$ cat config.mk
export PLATFORM = sky130hd
export DESIGN_NAME = la_observer
export DESIGN_NICKNAME = d
export VERILOG_FILES = /design/src/design/la_pkg.sv /design/src/design/la_regs.sv /design/src/design/la_trigger_sync.sv /design/src/design/la_source_mux.sv /design/src/design/la_capture.sv /design/src/design/la_observer.sv
export SDC_FILE = /design/constraint.sdc
export NUM_CORES = 1
export LEC_CHECK = 0
export ABC_AREA = 1
export BUFFER_PORTS_ARGS = -buffer_cell sky130_fd_sc_hd__buf_2
export CORE_MARGIN = 1.5
export CORE_UTILIZATION = 29
export DETAILED_ROUTE_END_ITERATION = 10
export GPL_ROUTABILITY_DRIVEN = 1
export PLACE_DENSITY = 0.51
export SLEW_MARGIN = 25
export SYNTH_ARGS = -nofsm -noshare
export SYNTH_HDL_FRONTEND = slang
export SYNTH_SLANG_ARGS = --single-unit
$ cat constraint.sdc
create_clock -name observer_clk -period 37.9 [get_ports observer_clk]
set_input_delay 3.79 -clock observer_clk [delete_from_list [all_inputs] [get_ports observer_clk]]
set_output_delay 3.79 -clock observer_clk [all_outputs]
set_load 0.02 [all_outputs]
$ cat src/design/la_pkg.sv
package la_pkg;

   // Capture geometry
   localparam int CAPTURE_DEPTH = 64;
   localparam int NUM_CHANNELS  = 9;
   localparam int COUNT_WIDTH   = $clog2(CAPTURE_DEPTH);

   // Register port
   localparam int BYTECNT_SIZE   = 3;
   localparam int REG_WORD_WIDTH = 8 * (2 ** BYTECNT_SIZE);  // Widest multi-byte register

   localparam logic [15:0] EXISTS_CODE = 16'h4C41;  // "LA"

   // Register addresses
   localparam logic [7:0] REG_EXISTS         = 8'd0;
   localparam logic [7:0] REG_CAPTURE_DEPTH  = 8'd1;
   localparam logic [7:0] REG_STATUS         = 8'd2;
   localparam logic [7:0] REG_TRIGGER_SOURCE = 8'd3;
   localparam logic [7:0] REG_CAPTURE_GROUP  = 8'd4;
   localparam logic [7:0] REG_READ_SELECT    = 8'd5;

   // Trigger sources
   localparam logic [1:0] TRIG_ADC        = 2'd0;
   localparam logic [1:0] TRIG_GLITCH_GO  = 2'd1;
   localparam logic [1:0] TRIG_GLITCH_SRC = 2'd2;
   localparam logic [1:0] TRIG_HS1        = 2'd3;

   // Probe groups
   localparam logic [1:0] GROUP_GLITCH   = 2'd0;
   localparam logic [1:0] GROUP_FRONT_IO = 2'd1;
   localparam logic [1:0] GROUP_USER_IO  = 2'd2;
   localparam logic [1:0] GROUP_3        = 2'd3;  // Fixed 1,0,1,0 test pattern

   // Returned for read selects past the last channel
   localparam logic [CAPTURE_DEPTH-1:0] FILL_PATTERN = 64'h0000_0000_000B_38F0;

endpackage

$ cat src/design/la_regs.sv
`timescale 1ns/1ns

module la_regs (
   input  logic                           observer_clk,
   input  logic                           reset,
   input  logic [7:0]                     reg_address,
   input  logic [7:0]                     reg_datai,
   input  logic                           reg_read,
   input  logic                           reg_write,
   input  logic [la_pkg::BYTECNT_SIZE-1:0] reg_bytecnt,
   output logic [7:0]                     reg_datao,
   input  logic                           capturing,
   input  logic                           capture_done,
   input  logic [7:0]                     read_data,
   output logic [1:0]                     trigger_source,
   output logic [1:0]                     capture_group,
   output logic [3:0]                     read_select
);

   logic [la_pkg::REG_WORD_WIDTH-1:0] exists_word;
   logic [la_pkg::REG_WORD_WIDTH-1:0] depth_word;
   logic [la_pkg::BYTECNT_SIZE+2:0]   byte_lsb;
   logic                              done;
   logic                              capturing_d;

   // Multi-byte registers padded out to the full byte count range
   assign exists_word = {{(la_pkg::REG_WORD_WIDTH-16){1'b0}}, la_pkg::EXISTS_CODE};
   assign depth_word  = {{(la_pkg::REG_WORD_WIDTH-32){1'b0}}, la_pkg::CAPTURE_DEPTH};
   assign byte_lsb    = {reg_bytecnt, 3'b000};

   // Configuration writes
   always_ff @(posedge observer_clk) begin
      if (reset) begin
         trigger_source <= la_pkg::TRIG_ADC;
         capture_group  <= la_pkg::GROUP_GLITCH;
         read_select    <= 4'd0;
      end else if (reg_write) begin
         case (reg_address)
            la_pkg::REG_TRIGGER_SOURCE: trigger_source <= reg_datai[1:0];
            la_pkg::REG_CAPTURE_GROUP:  capture_group  <= reg_datai[1:0];
            la_pkg::REG_READ_SELECT:    read_select    <= reg_datai[3:0];
            default: ;  // Read-only or unmapped
         endcase
      end
   end

   // Sticky done flag, dropped when the next capture starts
   always_ff @(posedge observer_clk) begin
      if (reset) begin
         done        <= 1'b0;
         capturing_d <= 1'b0;
      end else begin
         capturing_d <= capturing;
         if (capturing && !capturing_d) begin
            done <= 1'b0;
         end else if (capture_done) begin
            done <= 1'b1;
         end
      end
   end

   // Registered read mux, one cycle latency
   always_ff @(posedge observer_clk) begin
      if (reset) begin
         reg_datao <= 8'd0;
      end else if (reg_read) begin
         case (reg_address)
            la_pkg::REG_EXISTS:         reg_datao <= exists_word[byte_lsb +: 8];
            la_pkg::REG_CAPTURE_DEPTH:  reg_datao <= depth_word[byte_lsb +: 8];
            la_pkg::REG_STATUS:         reg_datao <= {6'd0, capturing, done};
            la_pkg::REG_TRIGGER_SOURCE: reg_datao <= {6'd0, trigger_source};
            la_pkg::REG_CAPTURE_GROUP:  reg_datao <= {6'd0, capture_group};
            la_pkg::REG_READ_SELECT:    reg_datao <= read_data;  // Captured record byte
            default:                    reg_datao <= 8'd0;
         endcase
      end else begin
         reg_datao <= 8'd0;  // Idle bus reads zero
      end
   end

   // Host must not read and write in the same cycle
   a_no_read_write: assert property (
      @(posedge observer_clk) disable iff (reset)
      !(reg_read && reg_write)
   ) else $error("reg_read and reg_write high together");

endmodule

$ cat src/design/la_trigger_sync.sv
`timescale 1ns/1ns

module la_trigger_sync (
   input  logic       observer_clk,
   input  logic       reset,
   input  logic [1:0] trigger_source,
   input  logic       adc_capture_go,
   input  logic       glitch_go,
   input  logic       glitch_trigger_src,
   input  logic       hs1,
   output logic       capture_go
);

   logic                           trig_async;
   (* ASYNC_REG = "TRUE" *) logic [1:0] trig_sync;  // Two-flop synchronizer
   logic [1:0]                     trig_delay;

   always_comb begin
      case (trigger_source)
         la_pkg::TRIG_ADC:        trig_async = adc_capture_go;
         la_pkg::TRIG_GLITCH_GO:  trig_async = glitch_go;
         la_pkg::TRIG_GLITCH_SRC: trig_async = glitch_trigger_src;
         la_pkg::TRIG_HS1:        trig_async = hs1;
      endcase
   end

   always_ff @(posedge observer_clk) begin
      if (reset) begin
         trig_sync  <= 2'b00;
         trig_delay <= 2'b00;
         capture_go <= 1'b0;
      end else begin
         trig_sync  <= {trig_sync[0], trig_async};
         trig_delay <= {trig_delay[0], trig_sync[1]};
         // Rising edge of the synchronized trigger, registered
         capture_go <= trig_delay[0] & ~trig_delay[1];
      end
   end

   a_go_single: assert property (
      @(posedge observer_clk) disable iff (reset)
      capture_go |=> !capture_go
   ) else $error("capture_go held for more than one cycle");

endmodule

$ cat src/design/la_source_mux.sv
`timescale 1ns/1ns

module la_source_mux (
   input  logic                           observer_clk,
   input  logic                           reset,
   input  logic [1:0]                     capture_group,
   input  logic [la_pkg::NUM_CHANNELS-1:0] glitch_probes,
   input  logic [la_pkg::NUM_CHANNELS-1:0] front_io,
   input  logic [la_pkg::NUM_CHANNELS-1:0] user_io,
   output logic [la_pkg::NUM_CHANNELS-1:0] channel_samples
);

   logic [la_pkg::NUM_CHANNELS-1:0] test_pattern;
   logic [la_pkg::NUM_CHANNELS-1:0] group_sel;

   // Even channels high, odd channels low
   always_comb begin
      for (int i = 0; i < la_pkg::NUM_CHANNELS; i++) begin
         test_pattern[i] = (i % 2 == 0);
      end
   end

   always_comb begin
      case (capture_group)
         la_pkg::GROUP_GLITCH: begin
            group_sel = {1'b0, glitch_probes[la_pkg::NUM_CHANNELS-2:0]};  // Ch 8 not wired
         end
         la_pkg::GROUP_FRONT_IO: begin
            group_sel = {1'b0, front_io[la_pkg::NUM_CHANNELS-2:0]};
         end
         la_pkg::GROUP_USER_IO: begin
            group_sel = user_io;
         end
         la_pkg::GROUP_3: begin
            group_sel = test_pattern;  // Data path check with no probes
         end
      endcase
   end

   always_ff @(posedge observer_clk) begin
      if (reset) begin
         channel_samples <= '0;
      end else begin
         channel_samples <= group_sel;
      end
   end

endmodule

$ cat src/design/la_capture.sv
`timescale 1ns/1ns

module la_capture (
   input  logic                           observer_clk,
   input  logic                           reset,
   input  logic                           capture_go,
   input  logic [la_pkg::NUM_CHANNELS-1:0] channel_samples,
   input  logic [3:0]                     read_select,
   input  logic [la_pkg::BYTECNT_SIZE-1:0] reg_bytecnt,
   output logic                           capturing,
   output logic                           capture_done,
   output logic [7:0]                     read_data
);

   logic [la_pkg::CAPTURE_DEPTH-1:0] records [la_pkg::NUM_CHANNELS];
   logic [la_pkg::COUNT_WIDTH-1:0]   sample_count;  // Samples held so far
   logic [la_pkg::CAPTURE_DEPTH-1:0] selected;
   logic [la_pkg::BYTECNT_SIZE+2:0]  byte_lsb;
   logic                             last_sample;

   // Next edge shifts in the final sample
   assign last_sample  = int'(sample_count) == la_pkg::CAPTURE_DEPTH - 1;
   assign capture_done = capturing && !capture_go && last_sample;

   always_ff @(posedge observer_clk) begin
      if (reset) begin
         capturing    <= 1'b0;
         sample_count <= '0;
         for (int ch = 0; ch < la_pkg::NUM_CHANNELS; ch++) begin
            records[ch] <= '0;
         end
      end else if (capture_go) begin
         // Sample 0 lands in the top bit and any capture in flight restarts
         capturing    <= 1'b1;
         sample_count <= {{(la_pkg::COUNT_WIDTH-1){1'b0}}, 1'b1};
         for (int ch = 0; ch < la_pkg::NUM_CHANNELS; ch++) begin
            records[ch] <= {channel_samples[ch], {(la_pkg::CAPTURE_DEPTH-1){1'b0}}};
         end
      end else if (capturing) begin
         for (int ch = 0; ch < la_pkg::NUM_CHANNELS; ch++) begin
            records[ch] <= {channel_samples[ch], records[ch][la_pkg::CAPTURE_DEPTH-1:1]};
         end
         if (last_sample) begin
            capturing <= 1'b0;
         end else begin
            sample_count <= sample_count + 1'b1;
         end
      end
   end

   // Readback selector
   assign byte_lsb = {reg_bytecnt, 3'b000};

   always_comb begin
      if (read_select < la_pkg::NUM_CHANNELS) begin
         selected = records[read_select];
      end else begin
         selected = la_pkg::FILL_PATTERN;
      end
   end

   assign read_data = selected[byte_lsb +: 8];

   a_count_range: assert property (
      @(posedge observer_clk) disable iff (reset)
      capturing |-> (sample_count != 0 && int'(sample_count) < la_pkg::CAPTURE_DEPTH)
   ) else $error("sample counter out of range during capture");

   // Done comes one full record after the pulse that started the capture
   a_done_timing: assert property (
      @(posedge observer_clk) disable iff (reset)
      capture_done |-> $past(capture_go, la_pkg::CAPTURE_DEPTH - 1)
   ) else $error("capture_done not CAPTURE_DEPTH-1 cycles after capture_go");

endmodule

$ cat src/design/la_observer.sv
`timescale 1ns/1ns

module la_observer (
   input  logic                           observer_clk,
   input  logic                           reset,
   // Register port
   input  logic [7:0]                     reg_address,
   input  logic [la_pkg::BYTECNT_SIZE-1:0] reg_bytecnt,
   input  logic [7:0]                     reg_datai,
   input  logic                           reg_read,
   input  logic                           reg_write,
   output logic [7:0]                     reg_datao,
   // Probe groups
   input  logic [la_pkg::NUM_CHANNELS-1:0] glitch_probes,
   input  logic [la_pkg::NUM_CHANNELS-1:0] front_io,
   input  logic [la_pkg::NUM_CHANNELS-1:0] user_io,
   // Asynchronous triggers
   input  logic                           adc_capture_go,
   input  logic                           glitch_go,
   input  logic                           glitch_trigger_src,
   input  logic                           hs1
);

   logic [1:0]                      trigger_source;
   logic [1:0]                      capture_group;
   logic [3:0]                      read_select;
   logic                            capture_go;
   logic [la_pkg::NUM_CHANNELS-1:0] channel_samples;
   logic                            capturing;
   logic                            capture_done;
   logic [7:0]                      read_data;

   la_regs i_regs (
      .observer_clk   (observer_clk),
      .reset          (reset),
      .reg_address    (reg_address),
      .reg_datai      (reg_datai),
      .reg_read       (reg_read),
      .reg_write      (reg_write),
      .reg_bytecnt    (reg_bytecnt),
      .reg_datao      (reg_datao),
      .capturing      (capturing),
      .capture_done   (capture_done),
      .read_data      (read_data),
      .trigger_source (trigger_source),
      .capture_group  (capture_group),
      .read_select    (read_select)
   );

   la_trigger_sync i_trigger_sync (
      .observer_clk       (observer_clk),
      .reset              (reset),
      .trigger_source     (trigger_source),
      .adc_capture_go     (adc_capture_go),
      .glitch_go          (glitch_go),
      .glitch_trigger_src (glitch_trigger_src),
      .hs1                (hs1),
      .capture_go         (capture_go)
   );

   la_source_mux i_source_mux (
      .observer_clk    (observer_clk),
      .reset           (reset),
      .capture_group   (capture_group),
      .glitch_probes   (glitch_probes),
      .front_io        (front_io),
      .user_io         (user_io),
      .channel_samples (channel_samples)
   );

   la_capture i_capture (
      .observer_clk    (observer_clk),
      .reset           (reset),
      .capture_go      (capture_go),
      .channel_samples (channel_samples),
      .read_select     (read_select),
      .reg_bytecnt     (reg_bytecnt),
      .capturing       (capturing),
      .capture_done    (capture_done),
      .read_data       (read_data)
   );

endmodule

==> reports/summary.txt, run 1 <==
Initial antenna violation count: 1
Post-Synth Simple-Gate Area: 16.5%
Complex-gate fraction of the synthesized area: 9.32%
WP data required: 38.13 ns
Clock root buffer: clkbuf_16
Min-delay worst type: flip-flop to flip-flop
Synth unique cells: 35
Max-cap violations: 0
Layout cells sized above 1: 6.22%
Nets: 3,155
Setup TNS: 0 ns
Clock Power Share: 43.6%
Antenna Nets Post-Route: 0
DRT iter0 DRCs: 1,707
Post-synthesis mux area share: 0%
Worst setup margin: 30.82 ns
Largest net degree at the start of global routing: 99
Max IR drop VDD: 0.0345 mV
Sequential power share: 52.2%
Area Overhead vs Synth: 11.6%
Crit path time final: 7.08 ns
Fin util: 32.7%
Mapped Area: 29,000 um2
Tightest Pin Transition: 0.994 ns
Initial Util: 29.3%
Final std cells w/o fill: 4,438
# diodes: 0
Die W: 319 um
I/O pin count: 62
DR WL/cell: 15.1 um
Post-synthesis xor/xnor area fraction: 0.0303%
Status: finished clean
DP Cell Count: 4,316
GRT overflow: 0
Post-CTS Setup Inserts: 0
Slew Viols, Final: 0
Core area: 98,700 um2
Largest family of logic cells by synthesized area: simple AND/OR/NAND/NOR gates
First-pass GRT wire length: 107,000 um
IO Port Bufs: 55
CP Capture Type: flip-flop
Syn. warnings: 0
CTS H-tree depth: 3
Die area: 102,000 um2
Clock Tree Buf Depth: 3
Routed WL: 67,000 um
Sw Pwr: 0.344 mW
Worst-Skew Late Latency: 0.63 ns
Combinational share of power: 4.2%
GPL Wtd Cong: 0.770
Switching share of power: 22.7%
Critical Path Fanout Max: 78
Clock Skews: 0.0229 ns
RSZ-0062 raised after global routing: no
Mean post-synth cell area: 9.25 um2
Detailed-route via count: 20,100
Place WS: 29.89 ns
Final hold violation count: 0
Crit path arrival time: 7.31 ns
Number of hold buffers added after cts: 0
Leakage: 12.9 nW
DRC viols: 0
Internal: 1.17 mW
Final setup fails: 0
Metal2 WL: 30,500 um
Final worst path period share: 18.7%
Die height: 319 um
Worst Setup Start Kind: primary input
Seq/Total Area, Yosys: 62.7%
Core Rows: 115
Mapped Nets: 3,186
Setup CP Type: primary input to flip-flop
Vias in the first global route: 19,100
Power density over the cells: 46.9 nW/um2
Adder-cell share of the synthesized area: 0.0432%
Met3 WL post-DR: 3250 um
Fmax: 0.141 GHz
Vias per cell: 4.53
#FFs+latches synth: 619
HPWL after DPL: 37,600 um
Highest Signal Layer: met5
CTS Sinks: 619
CTS tree: done
Slew HR: 33.8%
Clock transition at path regs: 0.06 ns
CTS buffer count: 69
Total global-route track usage: 13.1%
Mapped Cells: 3,131
Post-CTS resize count: 0
DRT Pass-1 Iters: 5
Wire length on met1: 32,100 um
## flip-flops by register name (all words and copies together), names as in the netlist, named ones only
register	count
i_capture.records	576
i_source_mux.channel_samples	9
i_regs.reg_datao	8
i_capture.sample_count	6
i_regs.read_select	4
i_regs.capture_group	2
i_regs.trigger_source	2
i_trigger_sync.trig_delay	2
i_trigger_sync.trig_sync	2
i_capture.capturing	1
i_regs.capturing_d	1
i_regs.done	1
i_trigger_sync.capture_go	1
## power by group through the flow
stage	Combinational (mW)	Clock, mW	Sequential [mW]
6_report	0.0642	0.661	0.792
5_1_grt	0.0735	0.702	0.795
4_1_cts	0.0652	0.679	0.792
3_5_place_dp	0.0649	0	0.806
3_3_place_gp	0.0650	0	0.806
2_1_floorplan	0.0432	0	0.826
## worst max-delay path: stages
cell and delay (ns):
buf_2 0.29, nor2_1 0.16, nand2_4 0.59, buf_4 0.79
buf_6 0.63, buf_4 0.86
## cells in the final DEF, fill, tap and decap left out, types with 2 or more instances in the layout
master	instances
a211oi_1	4
a21oi_1	246
a31oi_1	7
buf_2	55
buf_4	24
buf_6	5
bufinv_16	6
clkbuf_1	12
clkbuf_16	69
clkinv_1	14
clkinv_2	16
clkinv_8	4
dfxtp_1	40
dfxtp_4	3
edfxtp_1	576
inv_1	617
inv_4	3
inv_6	2
nand2_1	299
nand2_4	2
nand3_1	247
nor2_1	623
nor3_1	5
nor4_1	2
o211ai_1	23
o21ai_0	209
o21ai_1	23
o22ai_1	2
## cell type report
type,instances,area (um2)
multi-input cells,1703,7510
inverters,623,2350
flip-flops and latches,619,18200
repair buffers,84,512
clock buffers,81,1770
clock inverters,41,408
well taps,1287,1610
fillers,10300,66400
## path summary, 6_finish.rpt
path / startpoint / endpoint / slack, ns / cells past startpoint
worst min register to register: i_trigger_sync.trig_delay[1]$_SDFF_PP0_ / i_trigger_sync.capture_go$_SDFF_PP0_ / 0.39 / 1
worst max-delay path: reset / i_capture.records[2][29]$_SDFFCE_PN0P_ / 30.82 / 6
worst min-delay path: i_trigger_sync.trig_delay[1]$_SDFF_PP0_ / i_trigger_sync.capture_go$_SDFF_PP0_ / 0.39 / 1
worst max register to register: flip-flop / i_regs.reg_datao[5]$_SDFF_PP0_ / 33.77 / 14
## cell families after synthesis
kind of cell	count (synthesis)
buffers and inverters	809
adders and majority gates	1
DFF	619
and+or+nand+nor	1182
xor gates and xnor gates	1
AOI/OAI and AO/OA	519
## per-stage QoR
| step | cell area (um2) | hold slack (ns) | total power, mW |
|---|---|---|---|
| after floorplan | 29000 | 0.373 | 0.869 |
| after global placement | 30100 | 0.383 | 0.871 |
| after detailed placement | 30100 | 0.394 | 0.871 |
| after CTS | 32300 | 0.394 | 1.54 |
| after global routing | 32300 | 0.401 | 1.57 |
| final | 32300 | 0.393 | 1.52 |
## cell usage after synthesis, drive strengths merged
cell type | instances | share of area [%]
nor2 | 625 | 8.1
inv | 621 | 8.1
edfxtp | 576 | 60
nand2 | 302 | 3.9
a21oi | 247 | 4.3
nand3 | 247 | 4.3
o21ai | 232 | 4.0
buf | 96 | 2.2
clkbuf | 90 | 1.2
dfxtp | 43 | 3.0
o211ai | 23 | 0.60
a31oi | 7 | 0.15
nor3 | 5 | 0.086
a211oi | 4 | 0.10
clkinv | 2 | 0.026
nor4 | 2 | 0.043
o22ai | 2 | 0.043
a211o | 1 | 0.030
a221oi | 1 | 0.030
ha | 1 | 0.043
nand4 | 1 | 0.022
o221a | 1 | 0.039
o221ai | 1 | 0.030
xor2 | 1 | 0.030
## per-layer routing
metal	GRT usage [%]	vias to the layer above
met4	3.95	2
met1	18.4	9579
li1	-	10000
met5	0	-
met2	20.8	397
met3	2.12	85
Note: power is estimated with default switching activity, not from simulation.
==> inputs of run 2 (changes only) <==
ABC_AREA = 0   (was 1)
PLACE_DENSITY = 0.53   (was 0.51)
clock period = 6.41 ns   (was 37.9 ns; I/O delays follow)
==> run 2 against run 1 <==
Effect of this change:
- sequential cell count did not move
- clock power rose to 5.4 times the previous value
- power rose to 5.7 times the previous value
- worst hold slack got worse by 0.13 ns
- utilization rose by 0.17 points
- combinational power rose to 5.0 times the previous value
- area after synthesis fell by 4.2%
- largest cell class unchanged
- critical path depth rose by 1
- synthesized cell count fell by 43%
- highest routed layer is now met4
- global-route usage fell by 1.4 points
- die area fell by 4.1%
- largest power group unchanged
==> reports/summary.txt, run 2 <==
Post-CTS Setup Inserts: 0
Leakage: 10.8 nW
Clock Skews: 0.0188 ns
Slew HR: 26.3%
Mapped Nets: 1,846
Total global-route track usage: 11.7%
Power density over the cells: 275 nW/um2
Area Overhead vs Synth: 12.5%
Largest register FFs: 576
Core area: 94,900 um2
Syn. warnings: 0
Vias per cell: 4.60
Layout cells sized above 1: 17.2%
EDFF count, synth: 576
Worst-Skew Late Latency: 0.62 ns
Max IR drop VDD: 0.202 mV
DR WL/cell: 18.4 um
Mean post-synth cell area: 15.5 um2
Post-CTS resize count: 0
Fmax: 0.281 GHz
RSZ-0062 raised after global routing: no
Final hold violation count: 0
I/O pin count: 62
Mapped Area: 27,700 um2
Max-cap violations: 0
CTS tree: done
GRT overflow: 0
GPL Wtd Cong: 0.837
IO Port Bufs: 55
Critical Path Fanout Max: 57
Antenna Nets Post-Route: 0
DRT iter0 DRCs: 1,255
CTS buffer count: 60
Largest net degree at the start of global routing: 296
Detailed-route via count: 14,300
WP data required: 6.90 ns
Crit path arrival time: 4.04 ns
Synth cell count leaders: and2_1, edfxtp_1, mux4_2, clkbuf_1, mux2i_1
Crit path time final: 3.56 ns
Clock Tree Buf Depth: 3
Count leader, synth: and2_1
CTS Sinks: 619
Worst Setup Start Kind: flip-flop
Commonest non-fill, non-tap cell in the layout: and2_1
CP Capture Type: flip-flop
DRT Pass-1 Iters: 4
Setup CP Type: flip-flop to flip-flop
Number of hold buffers added after cts: 0
Setup TNS: 0 ns
Clock root buffer: clkbuf_16
Final worst path period share: 55.5%
Synth unique cells: 54
Seq/Total Area, Yosys: 65.4%
Vias in the first global route: 14,900
Clock transition at path regs: 0.06 ns
Synth area leader: edfxtp_1
Core Rows: 113
PnR Total Power: 8.58 mW
Fin util: 32.9%
Status: finished clean
Post-synth top area share: 62.3%
Slew Viols, Final: 0
# diodes: 0
Worst Hold Launch: user_io[3]
Biggest register: i_capture.records
Routed WL: 57,100 um
Die area: 97,500 um2
First-pass GRT wire length: 89,700 um
Async SR Flop Fraction: 0%
DRC viols: 0
Mapped Cells: 1,791
Synth top area cells: edfxtp_1, and2_1, mux4_2
Die height: 312 um
CTS H-tree depth: 2
HPWL after DPL: 34,200 um
Biggest regs: i_capture.records x576, i_source_mux.channel_samples x9, i_regs.reg_datao x8
Nets: 1,856
Die W: 312 um
Final setup fails: 0
Initial antenna violation count: 0
#FFs+latches synth: 619
Tightest Pin Transition: 1.11 ns
Most frequent cells in the layout: and2_1, edfxtp_1, mux4_2
Synth Flop Type: edfxtp_1
Initial Util: 29.2%
Min-delay worst type: primary input to flip-flop
-- run 2: cell types whose count changed in the layout (fill, tap and decap cells not counted), sizes merged, moves of 10 or more --
cell	before	now
mux2i	0	59
o211ai	23	4
a21oi	247	31
and2	0	578
o21ai	232	15
nor2	625	52
nand3	247	8
mux4	0	144
clkinv	34	24
nor2b	0	17
inv	624	3
mux2	0	12
buf	84	72
nand2	302	29
-- run 2: stage by stage --
step / worst slack [ns] / std cells / cell area, um2 / hold WS, ns
floorplan: 0.960 / 1791 / 27700 / 0.367
global placement: 2.79 / 3004 / 29300 / 0.375
detailed placement: 2.82 / 3004 / 29300 / 0.385
CTS: 2.80 / 3114 / 31200 / 0.211
global route: 2.65 / 3114 / 31200 / 0.246
finish: 2.85 / 3114 / 31200 / 0.263
-- run 2: critical path, stage by stage, from the launching register on --
cell	delay (ns)
dfxtp_4	0.96
buf_4	0.70
mux4_2	0.41
mux2i_1	0.46
nor3_1	0.09
a311o_1	0.34
a221oi_1	0.32
o41ai_1	0.12
-- run 2: kinds of logic (layout without fill, tap and decap cells) --
group | after synthesis | in the layout | share of synthesized area, %
buf+inv | 127 | 185 | 2.03
fa+ha+maj | 1 | 1 | 0.0451
simple gates | 728 | 728 | 15.7
compound gates | 97 | 97 | 2.33
mux | 215 | 215 | 14.3
flops | 619 | 619 | 65.4
xor+xnor | 4 | 4 | 0.126
-- run 2: layer usage --
layer	part of all wire [%]	global-route usage [%]	up-vias
met5	0	0	-
met4	1.9	2.92	0
met3	4.2	2.34	76
met2	47	18.4	208
met1	47	16.6	7374
li1	-	-	6675
-- run 2: cell type report --
cell class / count / area (um2)
Tap cell: 1265 / 1580
Multi-Input combinational cell: 1045 / 9030
Timing Repair Buffer: 72 / 493
Inverter: 3 / 11.3
Clock buffer: 79 / 1620
Clock inverter: 31 / 318
Sequential cell: 619 / 18200
Fill cell: 9180 / 63600
-- run 2: report_power, final --
| group | internal, mW | total (mW) | switching, mW | leakage [nW] |
|---|---|---|---|---|
| sequential | 4.61 | 4.70 | 0.0918 | 6.36 |
| clock | 2.04 | 3.56 | 1.52 | 0.947 |
| combinational | 0.122 | 0.320 | 0.198 | 3.54 |
| total | 6.77 | 8.58 | 1.81 | 10.8 |
-- run 2: worst paths after layout --
kind / slack [ns] / end / depth (start not counted)
max reg2reg: 2.85 / i_regs.reg_datao[0]$_SDFF_PP0_ / 7
min reg2reg: 0.40 / i_trigger_sync.capture_go$_SDFF_PP0_ / 1
min: 0.26 / i_source_mux.channel_samples[3]$_SDFF_PP0_ / 3
max: 2.85 / i_regs.reg_datao[0]$_SDFF_PP0_ / 7
